===== config.mk =====
export PLATFORM = sky130hd
export DESIGN_NAME = iq_top
export DESIGN_NICKNAME = d
export VERILOG_FILES = /design/src/iq_pkg.sv /design/src/iq_stomp.sv /design/src/iq_store.sv /design/src/iq_tail.sv /design/src/iq_top.sv
export VERILOG_INCLUDE_DIRS = /design/src /design/src/src
export SDC_FILE = /design/constraint.sdc
export NUM_CORES = 1
export LEC_CHECK = 0
export BUFFER_PORTS_ARGS = -buffer_cell sky130_fd_sc_hd__buf_2
export CAP_MARGIN = 20
export CORE_MARGIN = 2
export CORE_UTILIZATION = 50
export CTS_BUF_LIST = sky130_fd_sc_hd__clkbuf_16
export DETAILED_ROUTE_END_ITERATION = 16
export GPL_TIMING_DRIVEN = 0
export PLACE_DENSITY = 0.73
export SLEW_MARGIN = 40
export SYNTH_ARGS = -nofsm -noshare
export SYNTH_HDL_FRONTEND = slang
export SYNTH_SLANG_ARGS = --single-unit
export TNS_END_PERCENT = 50

===== constraint.sdc =====
create_clock -name clk -period 15.88 [get_ports clk]
set_input_delay 3.176 -clock clk [delete_from_list [all_inputs] [get_ports clk]]
set_output_delay 3.176 -clock clk [all_outputs]
set_load 0.03 [all_outputs]

===== src/iq_macros.svh =====
/* Sizes of the instruction queue. The depth must stay a power of two equal to
   2**IQ_PTR_W, because the pointers wrap by plain overflow */
`ifndef IQ_MACROS_SVH
`define IQ_MACROS_SVH

// ======================================================================
// Queue geometry
// ======================================================================

// Number of entries in the queue
`define IQ_DEPTH 8

// Width of the head and tail pointers
`define IQ_PTR_W 3

// ======================================================================
// Instruction format
// ======================================================================

// Width of one instruction word
`define INSTR_W 32

// Opcode of a conditional branch, the only format that is decoded here
`define OP_BRANCH 7'h63

`endif


===== src/iq_pkg.sv =====
/* Types shared by the queue blocks. Only the branch format is decoded,
   and every other opcode is carried as an opaque payload */
`include "iq_macros.svh"

package iq_pkg;

    // Raw view of a word, with the opcode in the top seven bits
    typedef struct packed {
        logic [6:0]            opcode;
        logic [`INSTR_W-8:0]   payload;
    } raw_view_t;

    // Branch view of the same word
    // The displacement is signed and its top bit gives the direction
    typedef struct packed {
        logic [6:0]            opcode;
        logic [4:0]            cond_reg;
        logic [`INSTR_W-13:0]  disp;
    } branch_view_t;

    // One instruction word seen through either view
    typedef union packed {
        raw_view_t    raw;
        branch_view_t br;
    } instruction_t;

    // A queue entry and a fetch slot have the same shape
    typedef struct packed {
        logic         v;
        instruction_t instr;
    } iq_entry_t;

    typedef struct packed {
        logic         v;
        instruction_t instr;
    } fetch_slot_t;

    // A backward branch is a branch whose displacement is negative
    function automatic logic is_back_branch(instruction_t ins);
        return (ins.raw.opcode == `OP_BRANCH) && ins.br.disp[`INSTR_W-13];
    endfunction

endpackage


===== src/iq_stomp.sv =====
/* Pure combinational squash mask. The clock input serves only the check on
   miss_idx, and a mispredict at a full queue with miss_idx at tail0 stomps the rest */
`timescale 1ns/1ps
`include "iq_macros.svh"

module iq_stomp (
    input  logic                      clk,
    input  logic                      branchmiss,
    input  logic [`IQ_PTR_W-1:0]      miss_idx,
    input  logic [`IQ_PTR_W-1:0]      tail0,
    input  logic [`IQ_DEPTH-1:0]      iq_valid,
    output logic [`IQ_DEPTH-1:0]      stomp
);

    localparam int DEPTH = `IQ_DEPTH;
    localparam int PTR_W = `IQ_PTR_W;

    // ======================================================================
    // Circular range after miss_idx and before tail0
    // ======================================================================

    // Distances are taken from miss_idx, so the wrap at entry 7 falls out
    // of the pointer arithmetic without a special case
    always_comb begin
        logic [PTR_W-1:0] dist_t;
        logic [PTR_W-1:0] dist_i;
        dist_t = tail0 - miss_idx;
        stomp  = '0;
        for (int i = 0; i < DEPTH; i++) begin
            dist_i = PTR_W'(i) - miss_idx;
            // A zero distance to tail0 means the queue is full and every
            // other entry is younger than the branch
            if (branchmiss && iq_valid[i] && dist_i != '0 &&
                (dist_t == '0 || dist_i < dist_t)) begin
                stomp[i] = 1'b1;
            end
        end
    end

    // The mispredicted branch itself has to be in the queue
    a_miss_valid: assert property (@(posedge clk)
        branchmiss |-> iq_valid[miss_idx])
        else $error("branchmiss at empty entry %0d", miss_idx);

endmodule


===== src/iq_store.sv =====
/* Entry storage with head retire. Writes come only from the tail block, which
   never writes during a mispredict, and retire handles one entry per pulse */
`timescale 1ns/1ps
`include "iq_macros.svh"

module iq_store (
    input  logic                      clk,
    input  logic                      rst,
    input  iq_pkg::fetch_slot_t       fetch0,
    input  iq_pkg::fetch_slot_t       fetch1,
    input  logic                      enq0,
    input  logic                      enq1,
    input  logic                      enq_sel0,
    input  logic [`IQ_PTR_W-1:0]      tail0,
    input  logic [`IQ_PTR_W-1:0]      tail1,
    input  logic [`IQ_DEPTH-1:0]      stomp,
    input  logic                      retire,
    output logic [`IQ_DEPTH-1:0]      iq_valid,
    output logic [`IQ_PTR_W-1:0]      head,
    output iq_pkg::iq_entry_t         head_entry
);

    localparam int DEPTH = `IQ_DEPTH;

    iq_pkg::iq_entry_t [DEPTH-1:0] q;
    iq_pkg::iq_entry_t             wr0;
    iq_pkg::iq_entry_t             wr1;
    logic                          do_retire;

    // ======================================================================
    // Write data
    // ======================================================================

    // Slot 1 goes to tail0 when it arrives alone
    always_comb begin
        wr0.v     = 1'b1;
        wr0.instr = enq_sel0 ? fetch1.instr : fetch0.instr;
        wr1.v     = 1'b1;
        wr1.instr = fetch1.instr;
    end

    // Retire only takes an entry that is really there
    assign do_retire = retire && q[head].v;

    // ======================================================================
    // Entry array and head pointer
    // ======================================================================

    always_ff @(posedge clk or posedge rst) begin
        if (rst) begin
            q    <= '0;
            head <= '0;
        end else begin
            // Squash the younger side of a mispredict
            for (int i = 0; i < DEPTH; i++) begin
                if (stomp[i]) begin
                    q[i].v <= 1'b0;
                end
            end
            if (do_retire) begin
                q[head].v <= 1'b0;
                head      <= head + 1'b1;
            end
            // New entries only land on free slots, so they never collide
            // with a squash or a retire of the same entry
            if (enq0) begin
                q[tail0] <= wr0;
            end
            if (enq1) begin
                q[tail1] <= wr1;
            end
        end
    end

    // Valid vector for the tail and stomp blocks
    always_comb begin
        for (int i = 0; i < DEPTH; i++) begin
            iq_valid[i] = q[i].v;
        end
    end

    assign head_entry = q[head];

    // The tail block must only enqueue into free entries
    a_no_overwrite: assert property (@(posedge clk) disable iff (rst)
        (enq0 |-> !iq_valid[tail0]) and (enq1 |-> !iq_valid[tail1]))
        else $error("enqueue over a valid entry at tail %0d or %0d", tail0, tail1);

endmodule


===== src/iq_tail.sv =====
/* Fetch slots are levels and must be held until taken. No enqueue happens in
   a cycle with branchmiss high, and the rollback assumes one stomped run */
`timescale 1ns/1ps
`include "iq_macros.svh"

module iq_tail (
    input  logic                      clk,
    input  logic                      rst,
    input  logic                      branchmiss,
    input  iq_pkg::fetch_slot_t       fetch0,
    input  iq_pkg::fetch_slot_t       fetch1,
    input  logic [`IQ_DEPTH-1:0]      iq_valid,
    input  logic [`IQ_DEPTH-1:0]      stomp,
    output logic [`IQ_PTR_W-1:0]      tail0,
    output logic [`IQ_PTR_W-1:0]      tail1,
    output logic                      enq0,
    output logic                      enq1,
    output logic                      enq_sel0,
    output logic                      take0,
    output logic                      take1
);

    localparam int DEPTH = `IQ_DEPTH;
    localparam int PTR_W = `IQ_PTR_W;

    logic                 free0;
    logic                 free1;
    logic [1:0]           n_enq;
    logic                 roll_hit;
    logic [PTR_W-1:0]     roll_ptr;

    // ======================================================================
    // Enqueue decision
    // ======================================================================

    assign free0 = ~iq_valid[tail0];
    assign free1 = ~iq_valid[tail1];

    always_comb begin
        enq0     = 1'b0;
        enq1     = 1'b0;
        enq_sel0 = 1'b0;
        take0    = 1'b0;
        take1    = 1'b0;
        if (!branchmiss && free0) begin
            case ({fetch0.v, fetch1.v})
                2'b01: begin
                    // A lone slot 1 still lands at tail0
                    enq0     = 1'b1;
                    enq_sel0 = 1'b1;
                    take1    = 1'b1;
                end
                2'b10: begin
                    enq0  = 1'b1;
                    take0 = 1'b1;
                end
                2'b11: begin
                    enq0  = 1'b1;
                    take0 = 1'b1;
                    // A backward branch ends the fetch group, so slot 1 waits
                    if (!iq_pkg::is_back_branch(fetch0.instr) && free1) begin
                        enq1  = 1'b1;
                        take1 = 1'b1;
                    end
                end
                default: ;
            endcase
        end
    end

    assign n_enq = {1'b0, enq0} + {1'b0, enq1};

    // ======================================================================
    // Rollback point on a mispredict
    // ======================================================================

    // The new tail is the first stomped entry, found where the circular mask rises
    // Scanning downward lets the lowest index win if there is more than one edge
    always_comb begin
        roll_hit = 1'b0;
        roll_ptr = '0;
        for (int i = DEPTH - 1; i >= 0; i--) begin
            if (stomp[i] && !stomp[PTR_W'(i - 1)]) begin
                roll_hit = 1'b1;
                roll_ptr = PTR_W'(i);
            end
        end
    end

    // Tail pair update
    always_ff @(posedge clk or posedge rst) begin
        if (rst) begin
            tail0 <= '0;
            tail1 <= PTR_W'(1);
        end else if (branchmiss) begin
            // With nothing stomped the tails hold
            if (roll_hit) begin
                tail0 <= roll_ptr;
                tail1 <= roll_ptr + 1'b1;
            end
        end else begin
            tail0 <= tail0 + PTR_W'(n_enq);
            tail1 <= tail1 + PTR_W'(n_enq);
        end
    end

    // The pair moves together through enqueue and rollback alike
    a_tail_pair: assert property (@(posedge clk) disable iff (rst)
        tail1 == PTR_W'(tail0 + 1'b1))
        else $error("tail1 %0d is not tail0 %0d plus one", tail1, tail0);

endmodule


===== src/iq_top.sv =====
/* Enqueue side of the instruction queue. Fetch slots are held levels and
   branchmiss and retire are single-cycle pulses */
`timescale 1ns/1ps
`include "iq_macros.svh"

module iq_top (
    input  logic                      clk,
    input  logic                      rst,
    input  iq_pkg::fetch_slot_t       fetch0,
    input  iq_pkg::fetch_slot_t       fetch1,
    input  logic                      retire,
    input  logic                      branchmiss,
    input  logic [`IQ_PTR_W-1:0]      miss_idx,
    output logic                      take0,
    output logic                      take1,
    output logic [`IQ_PTR_W-1:0]      tail0,
    output logic [`IQ_PTR_W-1:0]      tail1,
    output logic [`IQ_PTR_W-1:0]      head,
    output iq_pkg::iq_entry_t         head_entry
);

    // ======================================================================
    // Internal connections
    // ======================================================================

    logic [`IQ_DEPTH-1:0] iq_valid;
    logic [`IQ_DEPTH-1:0] stomp;
    logic                 enq0;
    logic                 enq1;
    logic                 enq_sel0;

    // Tail pair and enqueue strobes
    iq_tail tail_i (
        .clk, .rst, .branchmiss, .fetch0, .fetch1, .iq_valid, .stomp,
        .tail0, .tail1, .enq0, .enq1, .enq_sel0, .take0, .take1
    );

    // Squash mask for a mispredict
    iq_stomp stomp_i (
        .clk, .branchmiss, .miss_idx, .tail0, .iq_valid, .stomp
    );

    // Entries, head pointer and retire
    iq_store store_i (
        .clk, .rst, .fetch0, .fetch1, .enq0, .enq1, .enq_sel0,
        .tail0, .tail1, .stomp, .retire,
        .iq_valid, .head, .head_entry
    );

endmodule

* Word level (Yosys, flattened, before mapping)
Cells that the tools add are included.
** Cells by class
- Add/subtract/negate cells :: 14
- Magnitude comparators :: 14
- Eq/ne operators :: 5
- Mux-type cells :: 58
- Bitwise gates (word level) :: 2
- Reductions and logical operators :: 60
** Operator list (number)
- bitwise mux 264 bit :: 3
- two-way mux 264 bit :: 3
- demux 33 bit (select 3 bit) :: 3
- two-way mux 33 bit :: 4
- binary-select mux 33 bit (select 3 bit) :: 1
- logical AND 1 bit :: 35
- two-way mux 1 bit :: 32
- two-way mux 32 bit :: 1
- < comparator 3 bit :: 8
- two-way mux 3 bit :: 8
- nonzero test 3 bit :: 8
- < comparator 3 x 4 -> 1 bit, second input constant :: 3
- subtractor 3 bit, first input constant :: 4
- greater-or-equal comparator 3 x 1 -> 1 bit, second input constant :: 3
- logical OR 1 bit :: 8
- equality test 7 bit, second input constant :: 1
- adder 3 x 1 -> 3 bit, second input constant :: 2
- adder 3 x 2 -> 3 bit :: 2
- binary-select mux 1 bit (select 3 bit) :: 2
- logical NOT 1 bit :: 6
- subtractor 1 x 3 -> 3 bit, first input constant :: 2
- subtractor 2 x 3 -> 3 bit, first input constant :: 2
- equality test 2 bit, second input constant :: 2
- logical NOT 3 bit :: 1
- other kinds (8) :: 9
** Storage, ports and cells
- Flip-flop bits (word level) :: 273
- Bits of input ports :: 73
- Output and inout port bits :: 44

* Longest topological paths before layout
- Depth in word-level cells :: 14
- Depth in mapped cells :: 16

* By module
From an unflattened synthesis, not the netlist that was laid out.
** Unflattened totals
- Cell total of the unflattened synthesis :: 1830
- Area, all modules :: 15911.5 µm²
** By module, submodules not included
- iq_store :: times used 1, cells each 1667, area each 14549.0 µm², sequential area each 6681.4 µm²
- iq_tail :: times used 1, cells each 90, area each 774.5 µm², sequential area each 151.4 µm²
- iq_stomp :: times used 1, cells each 73, area each 588.1 µm², sequential area each 0.0 µm²

* Least setup slack after synthesis
Ideal clock, no wire load.
- Path type :: input port to output port
- Start point :: input port branchmiss
- End point :: output port take0
- Arrival :: 4.942 ns
- Setup slack :: 7.762 ns
- Stages :: 2
- Path buffers :: 1
- Path through :: clkbuf_1 -> a2111oi_0
** Between the ends
- Word-level cells in the longest chain between the ends :: 3
** Ends and longest elaborated chain
- from (decl) :: line iq_top.sv:12 : input logic branchmiss,
- logical NOT 1 bit :: line iq_tail.sv:45 : if (!branchmiss && free0) begin
- logical AND 1 bit :: line iq_tail.sv:45
- two-way mux 1 bit :: line iq_tail.sv:45
- to (decl) :: line iq_top.sv:14 : output logic take0,
Every way passes these cells.

* Final worst setup path
- Start point :: input port fetch0[19] in the netlist's numbering
- End point :: output port take1
** Between the ends
- Word-level cells in the longest chain between the ends :: 6
** Ends and longest elaborated chain
- from (decl) :: line iq_top.sv:9 : input iq_pkg::fetch_slot_t fetch0,
- logical AND 1 bit :: line iq_pkg.sv:40 : return (ins.raw.opcode == `OP_BRANCH) && ins.br.disp[`INSTR_W-13];
- logical NOT 1 bit :: line iq_tail.sv:61 : if (!iq_pkg::is_back_branch(fetch0.instr) && free1) begin
- logical AND 1 bit :: line iq_tail.sv:61
- two-way mux 1 bit :: line iq_tail.sv:61
- case mux 1 bit (2 select lines) :: line iq_tail.sv:46 : case ({fetch0.v, fetch1.v})
- two-way mux 1 bit :: line iq_tail.sv:45
- to (decl) :: line iq_top.sv:15 : output logic take1,
Every way passes these cells.

==> metrics <==
I/O pin cnt 117; post-cts sizing count 0; vias after detailed routing about 13000; Async SR Flop Fraction 100.0%; CP arrival ~5100 ps; fin area 0.01685 mm²; CTS clock-pin slew for the worst setup and hold paths 60 ps; DRC Markers 0; Clock Skew 46.77 ps; Worst Hold Depth 2; post-place setup slack 7743 ps; synthesis warning total 0; fmax 121.5 MHz; largest net degree at the start of global routing between 80 and 90; met1 WL 19850 µm; worst skew pair latency 590 ps; Hold Startpoint store_i.q[153]; Post-CTS Setup Bufs 0; synthesized flop and latch total 273; Via-to-Cell Ratio 7.093; post-synth cell types 61; drt pass-1 iters 7; Core Rows between 60 and 70; first-pass GRT wire length 78140 µm; initial DRC count around 1700; Worst R2R Setup Slack roughly 12000 ps; CTS tree done; MaxCap Viol Count 0; overflow left after global routing 0; synthesized net count 1435; Area growth, synth to finish 12.53%; vias in the first global route roughly 13000; required time worst endpoint approximately 13000 ps; Max Slew Vio Count 0; wire length on met2 23430 µm; die area 0.03136 mm²; hold buffers post-CTS 0; Mapped Area 0.01498 mm²; EDFF count, synth 0; most frequent cells in the layout dfrtp_1, o22ai_1, a2bb2oi_1; Routed Antenna Nets 0; CTS root buf clkbuf_16; Longest Clk Path Bufs 3; Slew @ Worst Pin 878.5 ps; final net count 1522; WL/cell 27.73 µm; RSZ-0062 raised after global routing false; Tmin final between 8000 and 9000 ps; die width ~180 µm; routed length on met3 5597 µm; P_leak approximately 7 nW; Die Y 177.1 µm; Crit. End Element output port; slew margin rel. 41.44%; fraction of layout cells with a size suffix above 1 19.14%; R2R cell count 14; status completed; Hold Crit Class flop to flop; top layer in use met4; core area 0.02956 mm²; final hold violations 0; clock sink total between 200 and 300; Post-Syn Instances 1339; Hold Path End store_i.q[153]; Crit Path Max Fanout 9; total CTS buffers 30; Setup WS post-layout 7648 ps; ys flop type dfrtp_1; initial antenna violation count 3; CP Launch Type input port; half-perimeter wire length after placement 33160 µm; H-tree Lvls 1; period utilization about half; PortBufs 52; Fillers 2492; endpoints failing setup 0; setup TNS 0 ps; GRT Total Usage 32.81%; Initial Utilization 50.67%; maximum vdd drop between 100 and 150 µV; drt total wl 51020 µm; reg2reg start tail_i.tail0[0]; Placed Area 0.01582 mm²; Crit Path Class input port to output port; post-synthesis sequential area ratio between 40% and 50%; Mean Syn Cell Area 11.19 µm²; pwr dens 230.6 mW/mm²; RePlAce Congestion 0.9393; reg2reg end tail_i.tail1[1]; commonest non-fill, non-tap cell in the layout dfrtp_1
flip-flops by register name, indices dropped and copies added, names as in the netlist:
name / flops
tail_i.tail0: 3
store_i.q: 256
store_i.head: 3
store_i.iq_valid: 8
tail_i.tail1: 3
how the worst max path moves through the flow:
stage	end	slack (ps)	from
floorplan	store_i.head[0]	5180	rst
global placement	store_i.q[104]	2040	rst
detailed placement	take1	7740	fetch0[19]
CTS	take1	7740	fetch0[19]
global route	take1	7610	fetch0[19]
finish	take1	7650	fetch0[19]
critical path: stages:
cell and delay (ps):
clkbuf_1 470, or4bb_1 600, o221a_2 310, nand3_2 120, o21ai_0 150, buf_2 230
cells by family (layout without fill, tap and decap cells):
kind of cell / count (synthesis) / in the layout / share of synthesized area (%)
AO/OA/AOI/OAI: 580 / 580 / 28.34
XOR/XNOR: 9 / 9 / 0.7268
adder cells (fa/ha/maj): 23 / 23 / 2.072
buffers and inverters: 221 / 329 / 6.148
flip-flops: 273 / 273 / 45.62
multiplexers: 105 / 105 / 12.81
other: 0 / 3 / 0
AND/OR/NAND/NOR: 128 / 128 / 4.285
per-stage QoR:
stage	power (mW)	hold WS, ps	utilization [%]	cells
floorplan	2.645	546.7	-	1339
finish	3.886	597.4	57.02	1840
CTS	3.852	597.4	56.99	1837
detailed placement	3.117	586.6	53.53	1784
global route	4.080	627.0	57.01	1839
global placement	3.052	572.1	53.20	1781
metal layers:
metal	vias to the layer above	track usage, %
li1	5448	-
met1	6528	44.45
met2	910	49.92
met3	166	8.162
met4	0	15.01
met5	-	0
synthesized netlist by cell type, drive strengths merged, types with 12 or more instances:
cell type	number	share of area [%]
dfrtp	272	45
o22ai	256	11
a2bb2oi	224	13
clkbuf	126	3.4
buf	73	2.2
mux4	66	9.9
nor2	46	1.2
a21oi	43	1.4
mux2	33	2.5
nand2	29	0.73
inv	22	0.55
ha	20	1.7
o21ai	12	0.40
power by group:
group          switching [mW]  internal, mW
Sequential              0.204          1.05
Combinational            1.01         0.885
Clock                   0.299         0.439
final cells by class:
class | instances | area (µm²) | area share [%]
Multi-Input combinational cell | 845 | 7224 | 42.86
Clock inverter | 23 | 271.5 | 1.611
Buffer | 199 | 847.1 | 5.026
Inverter | 22 | 90.09 | 0.5345
Timing Repair Buffer | 55 | 342.8 | 2.034
Tap cell | 390 | 488.0 | 2.895
Antenna cell | 3 | 7.507 | 0.04454
Clock buffer | 30 | 750.7 | 4.454
Sequential cell | 273 | 6833 | 40.54
Power figures use the tool's default switching activity.
